### src/common/exu_pkg.sv
package exu_pkg;

  localparam int XLEN = 64;

  typedef logic [XLEN-1:0] xlen_t;
  typedef logic [4:0]      alu_op_t;
  typedef logic [2:0]      muldiv_op_t;
  typedef logic [1:0]      md_type_t;
  typedef logic [5:0]      shamt_t;

  // alu_op_t fields
  localparam int ALU_WORD_BIT = 4;
  // sub, unsigned compare or arithmetic shift
  localparam int ALU_VAR_BIT  = 3;

  // ALU function codes, alu_op_t[2:0]
  localparam logic [2:0] ALU_ADD  = 3'd0;
  localparam logic [2:0] ALU_SLL  = 3'd1;
  localparam logic [2:0] ALU_SLT  = 3'd2;
  localparam logic [2:0] ALU_SRC2 = 3'd3;
  localparam logic [2:0] ALU_XOR  = 3'd4;
  localparam logic [2:0] ALU_SR   = 3'd5;
  localparam logic [2:0] ALU_OR   = 3'd6;
  localparam logic [2:0] ALU_AND  = 3'd7;

  // muldiv_op_t bit 2 selects the divider
  localparam int MD_DIV_BIT = 2;

  // multiply types
  localparam md_type_t MD_MUL    = 2'd0;
  localparam md_type_t MD_MULH   = 2'd1;
  localparam md_type_t MD_MULHSU = 2'd2;
  localparam md_type_t MD_MULHU  = 2'd3;

  // divide types
  localparam md_type_t MD_DIV  = 2'd0;
  localparam md_type_t MD_DIVU = 2'd1;
  localparam md_type_t MD_REM  = 2'd2;
  localparam md_type_t MD_REMU = 2'd3;

endpackage
### src/design/result_select.sv
`timescale 1ns/100ps

module result_select (
  input  exu_pkg::alu_op_t    alu_op_i,
  input  logic                muldiv_en_i,
  input  exu_pkg::muldiv_op_t muldiv_op_i,
  input  logic                flush_i,
  input  exu_pkg::xlen_t      alu_res_i,
  input  exu_pkg::xlen_t      mul_res_i,
  input  exu_pkg::xlen_t      div_res_i,
  input  logic                mul_done_i,
  input  logic                div_done_i,
  output exu_pkg::xlen_t      result_o,
  output logic                stall_o
);
  import exu_pkg::*;

  xlen_t raw;
  logic  md_done;

  always_comb begin
    if (muldiv_en_i) begin
      raw = muldiv_op_i[MD_DIV_BIT] ? div_res_i : mul_res_i;
    end else begin
      raw = alu_res_i;
    end
  end

  // word form, also gives mulw from the low product half
  assign result_o = alu_op_i[ALU_WORD_BIT] ? {{(XLEN-32){raw[31]}}, raw[31:0]} : raw;

  // only the unit that runs this instruction releases the stall
  assign md_done = muldiv_op_i[MD_DIV_BIT] ? div_done_i : mul_done_i;
  assign stall_o = muldiv_en_i & ~flush_i & ~md_done;

endmodule

### config.mk
export PLATFORM = sky130hd
export DESIGN_NAME = result_select
export DESIGN_NICKNAME = d
export VERILOG_FILES = /design/src/common/exu_pkg.sv /design/src/design/result_select.sv
export SDC_FILE = /design/constraint.sdc
export NUM_CORES = 1
export LEC_CHECK = 0
export BUFFER_PORTS_ARGS = -buffer_cell sky130_fd_sc_hd__buf_2
export CAP_MARGIN = 0
export CORE_AREA = 2 2 104 106
export DETAILED_ROUTE_END_ITERATION = 8
export DIE_AREA = 0 0 106 108
export GPL_TIMING_DRIVEN = 0
export SYNTH_ARGS = -nofsm -noshare
export SYNTH_HDL_FRONTEND = slang
export SYNTH_SLANG_ARGS = --single-unit
### constraint.sdc
create_clock -name vclk -period 3.6
set_clock_uncertainty 0.2 [all_clocks]
set_input_delay 1.08 -clock vclk [all_inputs]
set_output_delay 1.08 -clock vclk [all_outputs]
set_load 0.02 [all_outputs]
## Word-level counts from Yosys, hierarchy flattened

Index checks and enable logic that the tools add are counted.

| word-level totals | value |
|---|---|
| register bits | 0 |
| logic and storage cells | 8 |

| operators by class | value |
|---|---|
| bitwise gates (word level) | 4 |
| multiplexer cells | 4 |

Operators by type and width:

| kind | number |
|---|---|
| $mux W64 | 3 |
| $and A1 B1 Y1 | 2 |
| $not A1 Y1 | 2 |
| $mux W1 | 1 |

## Depth between registers and ports, before layout

| depth | value |
|---|---|
| word-level depth | 3 |
| gate-level depth with buffers | 5 |

## Least setup slack after synthesis

Ideal clock, no wire load.

| timing path | value |
|---|---|
| kind | input -> output |
| start | input port muldiv_op_i[2] |
| end | output port stall_o |
| arrival time | 2.230 ns |
| buffers on the path | 2 |
| stages on the path | 4 |
| path slack | 0.090 ns |
| cells stage by stage | buf_6 > buf_6 > mux2_2 > nor3b_1 |

| between the ends | value |
|---|---|
| longest elaborated chain between the ends | 3 |

RTL lines:

| item | line | source |
|---|---|---|
| from (decl) | result_select.sv:6 | `input exu_pkg::muldiv_op_t muldiv_op_i,` |
| $mux W1 | result_select.sv:33 | `assign md_done = muldiv_op_i[MD_DIV_BIT] ? div_done_i : mul_done_i;` |
| $not A1 Y1 | result_select.sv:34 | `assign stall_o = muldiv_en_i & ~flush_i & ~md_done;` |
| $and A1 B1 Y1 | result_select.sv:34 |  |
| to (decl) | result_select.sv:14 | `output logic stall_o` |

Every way passes these cells.

## Worst setup path after layout

| timing path | value |
|---|---|
| start | input port muldiv_op_i[2] |
| end | output port result_o[32] |

| between the ends | value |
|---|---|
| longest elaborated chain between the ends | 3 |

RTL lines:

| item | line | source |
|---|---|---|
| $mux W64 | result_select.sv:23 | `raw = muldiv_op_i[MD_DIV_BIT] ? div_res_i : mul_res_i;` |
| $mux W64 | result_select.sv:22 | `if (muldiv_en_i) begin` |
| $mux W64 | result_select.sv:30 | `assign result_o = alu_op_i[ALU_WORD_BIT] ? {{(XLEN-32){raw[31]}}, raw[31:0]} : raw;` |
| to (decl) | result_select.sv:13 | `output exu_pkg::xlen_t result_o,` |

Every way passes these cells.

==> impl_metrics.py <==
metrics = {
    "sta": {
        "fin_setup_tns_ns": -2.20,
        "worst-slew-pin-transition_ns": 0.454,
        "setup-violations-final": 32,
        "setup_ws_ns": -0.132,
        "holdWs_ns": 2.22,
        "drv_slew": 0,
        "hold_viol": 0,
        "maxSlewHeadroom": 0.697,
        "fmax_ghz": 0.268,
        "rsz0062_at_grt": "yes",
        "fin_crit_sh": 1.04,
        "period_minus_slack_ns": 3.73,
    },
    "critical_path": {
        "cp_cell_sequence": "buf_8 -> buf_12 -> buf_6 -> buf_6 -> mux2_4 -> mux4_2 -> buf_6",
        "critPathRequiredTime_ns": 2.32,
        "cp-end-kind": "output port",
        "cpMostUsedCell": "buf_6",
        "slowest_stage": "mux4_2",
        "start_kind": "input port",
        "worstPathArrival_ns": 2.45,
        "slowest_delay_ns": 0.47,
        "critPathMaxFanout": 7,
        "path_class": "input port to output port",
    },
    "drt": {
        "ant_nets": 0,
        "drtPass1Iterations": 4,
        "num_vias": 2662,
        "via_per_inst": 4.50,
        "drtIter0Drc": 105,
        "routedWlPerCell_um": 15.3,
        "drt_wl_total_um": 9070,
        "post-route-drc-count": 0,
    },
    "place": {
        "pre_cts_slack_ns": -0.369,
        "hpwl_um": 7720,
        "port_buffers": 261,
        "gp_congestion": 0.878,
        "dp_cells": 586,
    },
    "min_path": {
        "hold_class": "input port to output port",
        "holdPathEnd": "stall_o",
        "hold_depth": 3,
        "hp-start": "flush_i",
    },
    "die": {
        "die_area_um2": 11400,
        "start_util": 0.192,
        "io_pins": 269,
        "rows": 37,
        "core_area_um2": 10200,
        "die_h_um": 108,
        "die_x_um": 106,
    },
    "grt": {
        "grt_max_degree": 11,
        "antenna_found_initial": 0,
        "grt_pass1_vias": 2652,
        "grt_pass1_wl_um": 13200,
        "grt_usage": 0.141,
        "grt_overflow": 0,
    },
    "logic_synthesis": {
        "synth_top_area_frac": 0.366,
        "syn-cell-area_um2": 1970,
        "syn_area_per_cell_um2": 10.4,
        "synth_most_common_cell": "mux4_2",
        "yosys_warnings": 0,
        "ys_types": 13,
        "synth.area.top_cells": "mux4_2 (37%), mux2_4 (19%), mux2i_1 (16%), a21oi_1 (7.9%), nor2_1 (5.9%)",
        "yosysTopAreaCell": "mux4_2",
        "syn_nets": 393,
        "yosys-top-cells-count": "mux4_2 (32), a21oi_1 (31), mux2i_1 (31), nor2_1 (31), mux2_4 (25)",
        "synthCells": 189,
        "seq_area_frac_synth": 0,
    },
    "cells_and_area": {
        "regArea_um2": 0,
        "final_nets": 662,
        "drive_above_1_share": 0.783,
        "antenna_cells": 0,
        "layout-area-overhead-vs-synth_pct": 92.4,
        "seq_cells": 0,
        "fin_cells": 592,
        "nClkBuffers": 0,
    },
    "outcome": {
        "violations": "negative setup slack",
        "status": "finished, violations left",
    },
    "job": {
        "drv_cap": 0,
    },
    "power": {
        "total_power_uw": 609,
        "power.density_nw_per_um2": 161,
        "p_leak_uw": 0.00201,
        "ir_drop_uv": 66.7,
    },
}
==> final cells by class <==
cell class	instances	area (µm²)
tap	136	170
timing repair buffer	267	1590
buffer	28	210
fill	1069	6440
multi-input combinational	161	1810
==> worst max-delay path: cells and delay by family <==
family	cells	cell delay, ns
buffers and inverters	5	0.62
muxes	2	0.75
==> where the power goes <==
group,switching [µW],internal (µW)
registers,0,0
logic,276,333
clock network,0,0
total,276,333
==> worst max path at each step <==
| stage | start | to | depth (start not counted) |
|---|---|---|---|
| 3_5_place_dp | muldiv_en_i | result_o[23] | 5 |
| 6_report | muldiv_op_i[2] | result_o[32] | 7 |
| 2_1_floorplan | muldiv_op_i[2] | stall_o | 4 |
| 3_3_place_gp | muldiv_en_i | result_o[9] | 5 |
| 5_1_grt | muldiv_op_i[2] | result_o[32] | 7 |
| 4_1_cts | muldiv_op_i[2] | result_o[32] | 7 |
==> layout by cell type, fill, tap and decap left out <==
cell type,count
a21oi_1,31
buf_12,3
buf_16,1
buf_2,234
buf_4,6
buf_6,35
buf_8,2
clkbuf_1,5
clkbuf_2,7
clkbuf_4,1
clkbuf_8,1
mux2_2,6
mux2_4,29
mux2i_1,31
mux4_2,32
nor2_1,31
nor3b_1,1
==> layer usage <==
metal  vias up  track usage  share of wire
li1       1269            -              -
met1      1264        0.174           0.39
met2       123        0.282           0.55
met3         6      0.00723          0.052
met4         0      0.00658         0.0049
met5         -            0              0
==> repair_timing <==
item,in CTS,in global routing
hold buffers,0,0
gates resized for setup,89,8
endpoints found under the setup margin,64,41
buffers inserted,5,0
gates cloned,1,0
==> kinds of logic after synthesis <==
family          count (synthesis)  synth area share
simple gates                   32            0.0629
buf+inv                        28            0.0865
mux                            98             0.772
compound gates                 31            0.0788
==> through the flow <==
| stage | cell area (µm²) | utilization |
|---|---|---|
| 4_1_cts | 3780 | 0.369 |
| 3_3_place_gp | 3440 | 0.337 |
| 3_5_place_dp | 3440 | 0.337 |
| 5_1_grt | 3790 | 0.370 |
| 6_report | 3790 | 0.370 |
| 2_1_floorplan | 1970 | - |
Note: power is estimated with default switching activity, not from simulation.
