## config.mk

```make
export PLATFORM = sky130hd
export DESIGN_NAME = operand_latch
export DESIGN_NICKNAME = d
export VERILOG_FILES = /design/src/common/exu_pkg.sv /design/src/design/operand_latch.sv
export SDC_FILE = /design/constraint.sdc
export NUM_CORES = 1
export LEC_CHECK = 0
export BUFFER_PORTS_ARGS = -buffer_cell sky130_fd_sc_hd__buf_2
export CAP_MARGIN = 40
export CORE_AREA = 2 2 105 107
export DETAILED_ROUTE_END_ITERATION = 12
export DIE_AREA = 0 0 107 109
export GPL_ROUTABILITY_DRIVEN = 1
export GPL_TIMING_DRIVEN = 0
export MAX_ROUTING_LAYER = met4
export PLACE_DENSITY_LB_ADDON = 0.3
export SLEW_MARGIN = 40
export SYNTH_ARGS = -nofsm -noshare
export SYNTH_HDL_FRONTEND = slang
export SYNTH_SLANG_ARGS = --single-unit
export TNS_END_PERCENT = 100
```

## constraint.sdc

```tcl
create_clock -name clk -period 2.4 [get_ports clk]
set_input_delay 0.36 -clock clk [delete_from_list [all_inputs] [get_ports clk]]
set_output_delay 0.36 -clock clk [all_outputs]
set_load 0.005 [all_outputs]
```

## src/common/exu_pkg.sv

```systemverilog
package exu_pkg;

  localparam int XLEN = 64;

  typedef logic [XLEN-1:0] xlen_t;
  typedef logic [4:0]      alu_op_t;
  typedef logic [2:0]      muldiv_op_t;
  typedef logic [1:0]      md_type_t;
  typedef logic [5:0]      shamt_t;

  // alu_op_t fields
  localparam int ALU_WORD_BIT = 4;
  // sub, unsigned compare or arithmetic shift
  localparam int ALU_VAR_BIT  = 3;

  // ALU function codes, alu_op_t[2:0]
  localparam logic [2:0] ALU_ADD  = 3'd0;
  localparam logic [2:0] ALU_SLL  = 3'd1;
  localparam logic [2:0] ALU_SLT  = 3'd2;
  localparam logic [2:0] ALU_SRC2 = 3'd3;
  localparam logic [2:0] ALU_XOR  = 3'd4;
  localparam logic [2:0] ALU_SR   = 3'd5;
  localparam logic [2:0] ALU_OR   = 3'd6;
  localparam logic [2:0] ALU_AND  = 3'd7;

  // muldiv_op_t bit 2 selects the divider
  localparam int MD_DIV_BIT = 2;

  // multiply types
  localparam md_type_t MD_MUL    = 2'd0;
  localparam md_type_t MD_MULH   = 2'd1;
  localparam md_type_t MD_MULHSU = 2'd2;
  localparam md_type_t MD_MULHU  = 2'd3;

  // divide types
  localparam md_type_t MD_DIV  = 2'd0;
  localparam md_type_t MD_DIVU = 2'd1;
  localparam md_type_t MD_REM  = 2'd2;
  localparam md_type_t MD_REMU = 2'd3;

endpackage
```

## src/design/operand_latch.sv

```systemverilog
`timescale 1ns/100ps

module operand_latch (
  input  logic                clk,
  input  logic                rst_n,
  input  logic                muldiv_en_i,
  input  exu_pkg::muldiv_op_t muldiv_op_i,
  input  exu_pkg::xlen_t      src1_i,
  input  exu_pkg::xlen_t      src2_i,
  input  logic                flush_i,
  input  logic                mul_done_i,
  input  logic                div_done_i,
  output logic                mul_start_o,
  output logic                div_start_o,
  output exu_pkg::xlen_t      op_a_o,
  output exu_pkg::xlen_t      op_b_o,
  output exu_pkg::md_type_t   md_type_o
);
  import exu_pkg::*;

  logic     busy_q;
  logic     done_last_q;
  logic     md_done;
  logic     start;
  xlen_t    a_q;
  xlen_t    b_q;
  md_type_t type_q;

  assign md_done = mul_done_i | div_done_i;

  // the cycle after a done still carries the old instruction
  assign start = muldiv_en_i & ~busy_q & ~done_last_q & ~flush_i;

  always_ff @(posedge clk or negedge rst_n) begin
    if (!rst_n) begin
      busy_q      <= 1'b0;
      done_last_q <= 1'b0;
    end else begin
      done_last_q <= md_done;
      if (flush_i) begin
        busy_q <= 1'b0;
      end else if (start) begin
        busy_q <= 1'b1;
      end else if (md_done) begin
        busy_q <= 1'b0;
      end
    end
  end

  always_ff @(posedge clk) begin
    if (start) begin
      a_q    <= src1_i;
      b_q    <= src2_i;
      type_q <= muldiv_op_i[1:0];
    end
  end

  // live inputs in the start cycle, held copies afterwards
  assign op_a_o    = start ? src1_i : a_q;
  assign op_b_o    = start ? src2_i : b_q;
  assign md_type_o = start ? muldiv_op_i[1:0] : type_q;

  assign mul_start_o = start & ~muldiv_op_i[MD_DIV_BIT];
  assign div_start_o = start & muldiv_op_i[MD_DIV_BIT];

  a_one_start: assert property (@(posedge clk) disable iff (!rst_n)
    !(mul_start_o && div_start_o));

endmodule

```

Yosys cells after proc, flatten, opt, wreduce, memory -nomap -nowiden
Index checks and enable logic that the tools add are counted.

Reduce and logical (&&, ||, !) cells: 1. Bitwise gates (word level): 10. Multiplexer cells: 6.

Operator list (number): $mux W64 (2); $and A1 B1 Y1 (5); $not A1 Y1 (4); $mux W1 (3); $reduce_bool A3 Y1 (1); $mux W2 (1); $or A1 B1 Y1 (1).

Input port bits: 137. Output and inout port bits: 132. Logic and storage cells: 22. Register bits: 132.

Longest topological paths before layout
Depth after elaboration: 6. Depth in mapped cells: 4. Depth with buffers taken out: 2.

Worst setup path before layout
No wires, ideal clock.

Path kind: reg-to-output. Start point: reg busy_q. End point: out op_a_o[0]. Path buffers: 2. Data required time: 2.040 ns. Stages on the path, launching flop included: 5. Arrival: 1.472 ns. Slack: 0.568 ns. Cells stage by stage: dfrtp_1 > nor4b_2 > buf_4 > buf_6 > mux2_1.

Word-level cells in the longest chain between the ends: 5.

Ends and longest elaborated chain: from (decl) (RTL line operand_latch.sv:21) `logic busy_q;`; from (signal assigned) (RTL line operand_latch.sv:36) `busy_q <= 1'b0;`; from (signal assigned) (RTL line operand_latch.sv:41) `busy_q <= 1'b0;`; from (signal assigned) (RTL line operand_latch.sv:43) `busy_q <= 1'b1;`; $not A1 Y1 (RTL line operand_latch.sv:32) `assign start = muldiv_en_i & ~busy_q & ~done_last_q & ~flush_i;`; $and A1 B1 Y1 (3 in a row) (RTL line operand_latch.sv:32); $mux W64; to (decl) (RTL line operand_latch.sv:15) `output exu_pkg::xlen_t op_a_o,`.

No other way between the ends.

Final worst setup path
Start point: reg done_last_q. End point: out op_a_o[31].

Word-level cells in the longest chain between the ends: 4.

Ends and longest elaborated chain: from (decl) (RTL line operand_latch.sv:22) `logic done_last_q;`; from (signal assigned) (RTL line operand_latch.sv:39) `done_last_q <= md_done;`; $not A1 Y1 (RTL line operand_latch.sv:32); $and A1 B1 Y1 (2 in a row) (RTL line operand_latch.sv:32); $mux W64.

No other way between the ends.

==> reports/qor.txt <==
Synth Warn # -> 0
Share of layout cells above drive strength 1 -> 0.760
CTS tree -> yes
Antenna violations before repair -> 0
Post-route DRC -> 0
Sw frac -> 0.234
Vias -> 3449
Worst Max-Slew Pin Slew -> 0.281 ns
Width of the die -> 107 um
Clk buf depth -> 2
Hold Crit Start -> mul_done_i
DRT antenna net count -> 0
Post-layout net count -> 725
Seq pwr share -> 0.367
Startpoint class of the critical path -> flip-flop
Req. time, crit path -> 2.04 ns
Logic gate share of total power -> 0.292
RSZ-0062 raised after global routing -> true
Status -> finished with violations
Maximum level of the CTS H-tree -> 4
GP Congestion -> 0.786
Die Y -> 109 um
First-pass GRT wire length -> 16.5 mm
IO Pins -> 269
Power share of the clock group -> 0.341
Net Count, Synth -> 420
Max-slew violation count -> 0
Setup WS post-layout -> -0.157 ns
Final Core Density -> 0.748
Core ar. -> 10600 um^2
Dpl cell area -> 5820 um^2
Placed Cells -> 691
Die area -> 11700 um^2
Internal -> 6030 uW
Post-Place Worst Slack -> -0.0252 ns
Cells after Synth -> 283
PortBufs -> 268
Starting DRT DRC Count -> 91
Root Buffer -> clkbuf_8
Clk_skew -> 0.00633 ns
Final worst-path cycle share -> 1.07
Drt pass-1 iters -> 5
Worst-skew pair later-pin latency -> 0.50 ns
FF+latch count, synth -> 132
Final Hold Fails -> 0
Reg2Reg Capture Point -> b_q[61]
Worst Setup Path Type -> flip-flop to primary output
WL/cell -> 17.7 um
Net Sw Power -> 1840 uW
FP Rows -> 38
Sequential-to-total area share from yosys stat -> 0.617
DP HPWL -> 8.41 mm
Pwr dens -> 992 nW/um^2
Achievable Freq -> 391 MHz
Arrival time worst endpoint -> 2.20 ns
P_leak -> 0.00382 uW
Final setup viols -> 131
Worst min path class -> input port to flip-flop
Global route total overflow -> 0
CP endpoint kind -> primary output
Pin count of the biggest net entering global routing -> 17
Slack of the worst reg-to-reg path -> 0.67 ns
Reg2Reg Depth -> 6
Worst-path clk slew -> 0.06 ns
Mapped Area -> 4300 um^2
Worst Hold End -> done_last_q
Yosys cell types -> 13
Initial Util -> 0.406
Synthesized area per cell -> 15.2 um^2
WL final -> 13.1 mm
Failing checks -> negative setup slack
Final std cells w/o fill -> 741
Vias in the first global route -> 3396
Max_slew headroom -> 0.812
CP Max Fanout -> 10
Max Cap Viol -> 0
R2R Path Start -> done_last_q
Hold Path Cell Cnt -> 2
Final min period -> 2.56 ns
Inserted Diodes -> 0
CTS sink cnt -> 132
DR vias/cell -> 4.65
Design area -> 7930 um^2
Inserted Clock Buffers -> 17
Peak supply drop -> 0.639 mV
Area grow syn2layout -> 84.4%
Total global-route track usage -> 0.192
-- Yosys cell counts --
cell type / instances / area, um^2
dfxtp_1: 130 / 2600
mux2_1: 89 / 1000
mux2_2: 41 / 462
buf_6: 9 / 101
buf_2: 4 / 20.0
dfrtp_1: 2 / 50.1
or3b_2: 2 / 17.5
a21oi_1: 1 / 5.00
and2_1: 1 / 6.26
buf_4: 1 / 7.51
nor3_1: 1 / 5.00
nor4b_2: 1 / 15.0
or2_2: 1 / 6.26
-- cells in the final DEF, fill, tap and decap left out --
| cell | netlist | layout |
|---|---|---|
| a21oi_1 | 1 | 1 |
| and2_4 | 0 | 1 |
| buf_12 | 0 | 12 |
| buf_16 | 0 | 3 |
| buf_2 | 4 | 169 |
| buf_4 | 1 | 6 |
| buf_6 | 9 | 103 |
| buf_8 | 0 | 3 |
| bufinv_16 | 0 | 4 |
| clkbuf_1 | 0 | 1 |
| clkbuf_16 | 0 | 19 |
| clkbuf_8 | 0 | 3 |
| clkinv_2 | 0 | 2 |
| clkinv_4 | 0 | 3 |
| clkinvlp_4 | 0 | 3 |
| dfrtp_1 | 2 | 2 |
| dfxtp_1 | 130 | 130 |
| dlygate4sd3_1 | 0 | 1 |
| mux2_1 | 89 | 8 |
| mux2_2 | 41 | 4 |
| mux2_4 | 0 | 118 |
| nor3_1 | 1 | 1 |
| nor4b_4 | 0 | 1 |
| or2_2 | 1 | 1 |
| or3b_2 | 2 | 2 |
-- worst max-delay path: stages (launching register included) --
cell	delay, ns
dfrtp_1	0.40
nor4b_4	0.32
buf_6	0.17
buf_12	0.16
buf_12	0.15
mux2_1	0.35
buf_2	0.14
-- how the worst max path moves through the flow --
stage                startpoint          to  cells past startpoint
floorplan                busy_q   op_a_o[0]                      4
global placement        flush_i  op_b_o[57]                      6
detailed placement      flush_i  op_b_o[57]                      6
CTS                      busy_q   op_a_o[5]                      6
global route        done_last_q   op_a_o[5]                      6
finish              done_last_q  op_a_o[31]                      6
-- what timing repair did --
action	in CTS	in global routing
setup buffers	5	7
gates cloned	5	3
endpoints found under the hold margin	2	0
setup endpoints to repair	131	131
gates resized for setup	110	167
pin swaps	1	1
hold buffers	1	0
-- metrics by stage --
stage | power (uW) | hold WS [ns] | setup TNS (ns)
after CTS | 7230 | 0.0221 | -17.81
after global placement | 4140 | 0.145 | -0.0455
after global routing | 8220 | 0.0261 | -21.48
after floorplan | 3460 | 0.0644 | 0
final | 7870 | 0.0536 | -11.48
after detailed placement | 4210 | 0.147 | -0.0778
-- metal layers --
metal,GRT usage,vias up,wire [um]
li1,-,1602,-
met1,0.194,1628,4830
met2,0.340,194,6890
met3,0.0735,25,1150
met4,0.0696,0,238
met5,-,-,0
-- flip-flops by register name, summed over array words and instances, names as in the netlist --
| signal | count |
|---|---|
| a_q | 64 |
| b_q | 64 |
| busy_q | 1 |
| done_last_q | 1 |
| type_q | 2 |
-- layout make-up --
type	instances	area [um^2]
clock inverter	12	179
buffer	12	230
multi-input combinational	137	1970
tap	140	175
timing repair buffer	288	2270
sequential	132	2650
clock buffer	20	445
fill	641	2670
-- cells by family after synthesis --
group / synth area share
simple gates: 0.0116
mux: 0.340
buf+inv: 0.0300
compound gates: 0.00116
flops: 0.617
-- power groups by stage --
stage          clock network, uW  registers, uW  logic, uW
2_1_floorplan                  0           2840        619
3_3_place_gp                   0           2860       1280
3_5_place_dp                   0           2890       1320
4_1_cts                     2730           2860       1630
5_1_grt                     2840           2940       2440
6_report                    2680           2890       2300
Note: power is estimated with default switching activity, not from simulation.
