## src/common/exu_pkg.sv

```systemverilog
package exu_pkg;

  localparam int XLEN = 64;

  typedef logic [XLEN-1:0] xlen_t;
  typedef logic [4:0]      alu_op_t;
  typedef logic [2:0]      muldiv_op_t;
  typedef logic [1:0]      md_type_t;
  typedef logic [5:0]      shamt_t;

  // alu_op_t fields
  localparam int ALU_WORD_BIT = 4;
  // sub, unsigned compare or arithmetic shift
  localparam int ALU_VAR_BIT  = 3;

  // ALU function codes, alu_op_t[2:0]
  localparam logic [2:0] ALU_ADD  = 3'd0;
  localparam logic [2:0] ALU_SLL  = 3'd1;
  localparam logic [2:0] ALU_SLT  = 3'd2;
  localparam logic [2:0] ALU_SRC2 = 3'd3;
  localparam logic [2:0] ALU_XOR  = 3'd4;
  localparam logic [2:0] ALU_SR   = 3'd5;
  localparam logic [2:0] ALU_OR   = 3'd6;
  localparam logic [2:0] ALU_AND  = 3'd7;

  // muldiv_op_t bit 2 selects the divider
  localparam int MD_DIV_BIT = 2;

  // multiply types
  localparam md_type_t MD_MUL    = 2'd0;
  localparam md_type_t MD_MULH   = 2'd1;
  localparam md_type_t MD_MULHSU = 2'd2;
  localparam md_type_t MD_MULHU  = 2'd3;

  // divide types
  localparam md_type_t MD_DIV  = 2'd0;
  localparam md_type_t MD_DIVU = 2'd1;
  localparam md_type_t MD_REM  = 2'd2;
  localparam md_type_t MD_REMU = 2'd3;

endpackage
```

## src/muldiv/div_unit.sv

```systemverilog
`timescale 1ns/100ps

module div_unit (
  input  logic              clk,
  input  logic              rst_n,
  input  logic              start_i,
  input  logic              flush_i,
  input  exu_pkg::md_type_t type_i,
  input  exu_pkg::xlen_t    a_i,
  input  exu_pkg::xlen_t    b_i,
  output logic              done_o,
  output exu_pkg::xlen_t    result_o
);
  import exu_pkg::*;

  localparam int CNT_W = $clog2(XLEN);

  typedef enum logic [1:0] {DIV_IDLE, DIV_SETUP, DIV_RUN, DIV_FIXUP} div_state_t;

  div_state_t        state_q;
  logic [CNT_W-1:0]  cnt_q;
  logic              signed_op;
  logic              rem_op;
  logic              neg_a;
  logic              neg_b;
  xlen_t             mag_a;
  xlen_t             mag_b;
  xlen_t             rem_q;
  xlen_t             quo_q;
  xlen_t             dvs_q;
  logic              neg_quo_q;
  logic              neg_rem_q;
  logic              zero_q;
  logic              rem_sel_q;
  logic [XLEN:0]     trial;
  logic [XLEN+1:0]   diff;
  logic              fits;
  xlen_t             quo_fix;
  xlen_t             rem_fix;

  always_comb begin
    signed_op = 1'b0;
    rem_op    = 1'b0;
    case (type_i)
      MD_DIV:  signed_op = 1'b1;
      MD_DIVU: signed_op = 1'b0;
      MD_REM: begin
        signed_op = 1'b1;
        rem_op    = 1'b1;
      end
      MD_REMU: rem_op = 1'b1;
      default: signed_op = 1'b0;
    endcase
  end

  // setup reads the operands that operand_latch keeps after start
  assign neg_a = signed_op & a_i[XLEN-1];
  assign neg_b = signed_op & b_i[XLEN-1];
  assign mag_a = neg_a ? -a_i : a_i;
  assign mag_b = neg_b ? -b_i : b_i;

  // one restoring step: shift in the next dividend bit, try to subtract
  assign trial = {rem_q, quo_q[XLEN-1]};
  assign diff  = {1'b0, trial} - {2'b00, dvs_q};
  assign fits  = ~diff[XLEN+1];

  always_ff @(posedge clk or negedge rst_n) begin
    if (!rst_n) begin
      state_q <= DIV_IDLE;
      cnt_q   <= '0;
    end else if (flush_i) begin
      state_q <= DIV_IDLE;
      cnt_q   <= '0;
    end else begin
      case (state_q)
        DIV_IDLE: begin
          if (start_i) begin
            state_q <= DIV_SETUP;
          end
        end
        DIV_SETUP: begin
          cnt_q   <= '0;
          state_q <= DIV_RUN;
        end
        DIV_RUN: begin
          cnt_q <= cnt_q + 1'b1;
          if (cnt_q == {CNT_W{1'b1}}) begin
            state_q <= DIV_FIXUP;
          end
        end
        DIV_FIXUP: state_q <= DIV_IDLE;
        default:   state_q <= DIV_IDLE;
      endcase
    end
  end

  always_ff @(posedge clk) begin
    if (state_q == DIV_SETUP) begin
      quo_q     <= mag_a;
      dvs_q     <= mag_b;
      rem_q     <= '0;
      neg_quo_q <= neg_a ^ neg_b;
      neg_rem_q <= neg_a;
      zero_q    <= (b_i == '0);
      rem_sel_q <= rem_op;
    end else if (state_q == DIV_RUN) begin
      rem_q <= fits ? diff[XLEN-1:0] : trial[XLEN-1:0];
      quo_q <= {quo_q[XLEN-2:0], fits};
    end
  end

  // divide by zero leaves rem = |a|, so only the quotient is forced.
  // min / -1 comes out as min with rem 0 from the magnitude path
  assign quo_fix = zero_q ? '1 : (neg_quo_q ? -quo_q : quo_q);
  assign rem_fix = neg_rem_q ? -rem_q : rem_q;

  assign result_o = rem_sel_q ? rem_fix : quo_fix;
  assign done_o   = (state_q == DIV_FIXUP);

  a_done_pulse: assert property (@(posedge clk) disable iff (!rst_n)
    done_o |=> !done_o);

endmodule

```

## config.mk

```make
export PLATFORM = sky130hd
export DESIGN_NAME = div_unit
export DESIGN_NICKNAME = d
export VERILOG_FILES = /design/src/common/exu_pkg.sv /design/src/muldiv/div_unit.sv
export SDC_FILE = /design/constraint.sdc
export NUM_CORES = 1
export LEC_CHECK = 0
export BUFFER_PORTS_ARGS = -buffer_cell sky130_fd_sc_hd__buf_2
export CORE_MARGIN = 2
export CORE_UTILIZATION = 40
export DETAILED_ROUTE_END_ITERATION = 8
export PLACE_DENSITY = 0.61
export SYNTH_ARGS = -nofsm -noshare
export SYNTH_HDL_FRONTEND = slang
export SYNTH_SLANG_ARGS = --single-unit
```

## constraint.sdc

```tcl
create_clock -name clk -period 4.5 [get_ports clk]
set_input_delay 0 -clock clk [delete_from_list [all_inputs] [get_ports clk]]
set_output_delay 0 -clock clk [all_outputs]
set_load 0.05 [all_outputs]
```

-- Yosys cells after proc, flatten, opt, wreduce, memory -nomap -nowiden
Cells that the tools add are included.
- word-level logic and storage cells: 52
- input bits: 134
- register bits after elaboration: 204
- output and inout port bits: 65
- reduce and logical (&&, ||, !) cells: 8
- mux-type cells: 17
- bitwise gates (word level): 4
- add/sub/neg operators: 6
- equality and inequality tests: 8
- operator list (cell ; count):
    $mux 64 ; 9
    $neg 64->64 ; 4
    $sub 65x64->66 ; 1
    $logic_not 64->1 ; 1
    $pmux 6 s2 ; 1
    $eq 2x2->1 const B ; 4
    $pmux 2 s4 ; 1
    $add 6x1->6 const B ; 1
    $eq 6x6->1 const B ; 1
    $mux 2 ; 3
    $mux 6 ; 1
    $ne 3x3->1 const B ; 2
    $logic_not 2->1 ; 2
    $reduce_or 2->1 ; 2
    $reduce_bool 3->1 ; 1
    $and 1x1->1 ; 2
    $eq 2x1->1 const B ; 1
    $mux 1 ; 2
    $reduce_and 2->1 ; 1
    $reduce_bool 2->1 ; 1
    $not 1->1 ; 1
    $xor 1x1->1 ; 1

-- Logic depth before layout (Yosys ltp)
- depth after elaboration: 6
- gate-level depth with buffers: 15
- depth with buffers taken out: 14

-- Least setup slack after synthesis
OpenSTA, ideal clock, no wires.
- path type: register to output
- start: register rem_q[26]
- end: output result_o[61]
- path slack: 0.215 ns
- arrival: 4.285 ns
- stages on the path, launching flop included: 11
- path buffers: 0
- required time: 4.500 ns
- cell sequence: dfxtp_1 or4_4 nand4b_4 or3_4 or4_4 or4_4 or4_4 or3_4 o31ai_2 xor2_1 a22oi_1
- word-level cells in the longest chain between the ends: 3
- RTL lines (element ; RTL line ; source):
    start: declaration ; div_unit.sv:28 ; xlen_t rem_q;
    start signal: assignment ; div_unit.sv:107 ; rem_q <= fits ? diff[XLEN-1:0] : trial[XLEN-1:0];
    $neg 64->64 ; div_unit.sv:115 ; assign rem_fix = neg_rem_q ? -rem_q : rem_q;
    $mux 64 ; div_unit.sv:115 ;
    $mux 64 ; div_unit.sv:117 ; assign result_o = rem_sel_q ? rem_fix : quo_fix;
    end: declaration ; div_unit.sv:12 ; output exu_pkg::xlen_t result_o
No other way between the ends.

-- Worst setup path in the final report
- start: register rem_q[2]
- end: output result_o[61]
Same word-level chain as after synthesis.

==> flow_summary.ini <==
[critical_path]
path_cells = nor4_2 -> and4bb_2 -> nand3_2 -> or4_4 -> or4_4 -> or4_4 -> or3_4 -> o31ai_4 -> xor2_1 -> a22oi_1 -> buf_4
cp_slowest_stage_delay_ns = 0.52
r2r-end = rem_q[1]
worst-path-buf-inv = 1
required_ns = 4.50
crit_path_max_fanout = 8
cp.depth = 11
crit_arrival_ns = 4.49
reg2reg_depth = 14
start_kind = flip-flop
worstSetupEndpointType = output port
criticalPathCategory = flip-flop to output port
cp_top_family = simple AND/OR/NAND/NOR gates
reg2reg_from = dvs_q[1]
critPathSlowestCell = or4_4
crit_top_cell = or4_4
r2r_slack_ns = 0.31

[sta]
maxSlewHeadroom = 0.327
fin_hold_ws_ns = 0.0459
layout_min_cycle_time_ns = 4.49
skew_ns = 0.0102
fmax_ghz = 0.223
rsz0062_at_grt = true
hold_viol_final = 0
finalCritPeriodShare = 0.997
fin_tns_setup_ns = 0
drv_slew = 0
worstMarginPinSlew_ns = 1.01
setup_viol = 0

[layout]
layout_commonest_cell = nor2_1
final_cells = 3137
drive_gt1_frac = 0.133
fin_util = 0.503
nNetsFinal = 2735
final_cell_mix = nor2_1 (250), a21oi_1 (222), buf_2 (194)
syn2layout_area_growth_pct = 24.9
finalInstanceArea_um2 = 22200
diodes = 0
num-fill-cells = 4333

[pwr]
ir_worst_vdd_v = 0.000451
leakagePower_nw = 8.76
power_density_nw_per_um2 = 702

[synth]
yosysWarnings = 0
synth-edff-count = 132
synth_compound_area_frac = 0.242
ys_seq_area_frac = 0.307
synthXorXnorAreaFrac = 0.151
syn_nets = 2412
synth-adder-area-share = 0.0526
synth_top_family_by_area = compound AO/OA/AOI/OAI gates
ys_ff_latch = 204
avgSynthCellArea_um2 = 8.05
muxShareOfSynthArea = 0.00973
synth-simple-area-share = 0.188
ys.flop_type = edfxtp_1
syn_inst = 2204
syn_area_um2 = 17800
async_flop_share = 0.0392
ys_types = 68

[clock_tree]
htreeDepth = 1
cts_tree = built
cts-buffers-inserted = 24
cts_root_buf = clkbuf_16
clk_pin_slew_ns = 0.06
clock_sinks = 204
ctsLongestPathBuffers = 3
insertion_delay_ns = 0.55

[global_route]
track_usage = 0.236
grt_pass1_wl_mm = 88.3
gr-total-overflow = 0
grt_max_degree = 139
grt_pass1_vias = 16300
antenna_found_initial = 0

[route]
wl_per_cell_um = 17.7
postRouteAntennaNets = 0
drt_iter0_drc = 1059
via_per_inst = 5.55
vias = 17400
drc = 0
drtPass1Iterations = 5
totalWireLength_mm = 55.6

[run]
drv_cap = 0

[worst_hold_path]
hp-class = primary input to flip-flop
hold_end = quo_q[23]
worstHoldPathCells = 3
hp-start = a_i[23]

[floorplan]
rows = 77
die_h_um = 215
die_w_um = 215
io_pins = 199
initial_utilization = 0.403
die_area_um2 = 46100
fp.coreArea_um2 = 44000

[run_status]
status = finished, final reports clean

[placement]
place_hpwl_mm = 43.0
placed_cell_area_um2 = 19500
placed_cells = 2916
io_buffers = 198
place.gp.congestion = 0.889
[through the flow]
| stage | power (W) | setup slack (ns) |
|---|---|---|
| after global routing | 0.0167 | -0.104 |
| after CTS | 0.0155 | -0.0319 |
| after global placement | 0.0130 | 0.422 |
| final | 0.0156 | 0.0141 |
| after detailed placement | 0.0131 | 0.377 |
| after floorplan | 0.0105 | 0.215 |
[state kept, by name, indices dropped and copies added, names as in the netlist]
name,flops
state_q,2
rem_sel_q,1
cnt_q,6
neg_rem_q,1
rem_q,64
zero_q,1
dvs_q,64
quo_q,64
neg_quo_q,1
[area by class of cell]
| type | count | area, um^2 | area share |
|---|---|---|---|
| Clock buffer | 34 | 743 | 0.0335 |
| Clock inverter | 10 | 120 | 0.00542 |
| Inverter | 111 | 417 | 0.0188 |
| Multi-Input combinational cell | 1766 | 11600 | 0.521 |
| Sequential cell | 204 | 5460 | 0.246 |
| Tap cell | 592 | 741 | 0.0334 |
| Timing Repair Buffer | 420 | 3130 | 0.141 |
[report_power, final]
part,switching (W),total [W],internal (W)
combinational,0.00621,0.00949,0.00328
sequential,0.000922,0.00398,0.00305
clock,0.000829,0.00210,0.00128
[worst min-delay path, delay by kind of cell]
kind | cells | cell delay (ns)
xor+xnor | 1 | 0.16
buf+inv | 1 | 0.13
compound gates | 1 | 0.12
[synthesized netlist by cell type (6+ instances only)]
cell type    n  area (um^2)
a211oi_1    47          353
nand3_1     23          115
nand2b_1    22          138
o22ai_1      7         43.8
nand4_1     31          194
clkbuf_1   120          450
o21a_1       6         45.0
ha_1        73          913
a21o_1      21          158
edfxtp_1   132         3960
or2_2       11         68.8
a21oi_1    222         1110
or3_1       35          219
nand2_1    160          601
o31ai_1     67          503
dfrtp_1      8          200
o211ai_1     9         67.6
xnor2_1    134         1170
and2_1       7         43.8
a31oi_1     20          125
o41ai_1     26          228
nor2b_1     21          131
o21bai_1    16          120
nor4_1      27          169
inv_1      111          417
xor2_1     173         1520
nor3b_1      8         60.1
dfxtp_1     64         1280
mux2i_1     15          150
o21ai_0    126          631
nor3_1      40          200
or4_1       32          240
nor2_1     251          942
a22oi_1     66          495
[kinds of logic after synthesis]
kind of cell    after synthesis
flops                       204
simple gates                688
fa+ha+maj                    74
compound gates              680
mux                          17
xor+xnor                    307
buf+inv                     234
[per-layer routing]
layer / routed length [um] / part of all wire / GRT usage / vias up
li1: - / - / - / 8719
met1: 27000 / 0.49 / 0.348 / 8065
met2: 23800 / 0.43 / 0.360 / 546
met3: 3210 / 0.058 / 0.0255 / 80
met4: 1550 / 0.028 / 0.0725 / 0
met5: 0 / 0 / 0 / -
[repair_timing]
action,in CTS,in global routing
hold buffers,166,0
setup endpoints to repair,5,5
endpoints found under the hold margin,144,0
buffers inserted,3,8
resized for setup,15,7
pin swaps,5,4
[how the worst max path moves through the flow]
stage | startpoint | endpoint
after floorplan | rem_q[26] | result_o[61]
after global placement | rem_q[26] | result_o[61]
after detailed placement | dvs_q[1] | rem_q[18]
after CTS | rem_q[6] | result_o[61]
after global routing | rem_q[2] | result_o[57]
final | rem_q[2] | result_o[61]
(Power assumes the default switching activity.)
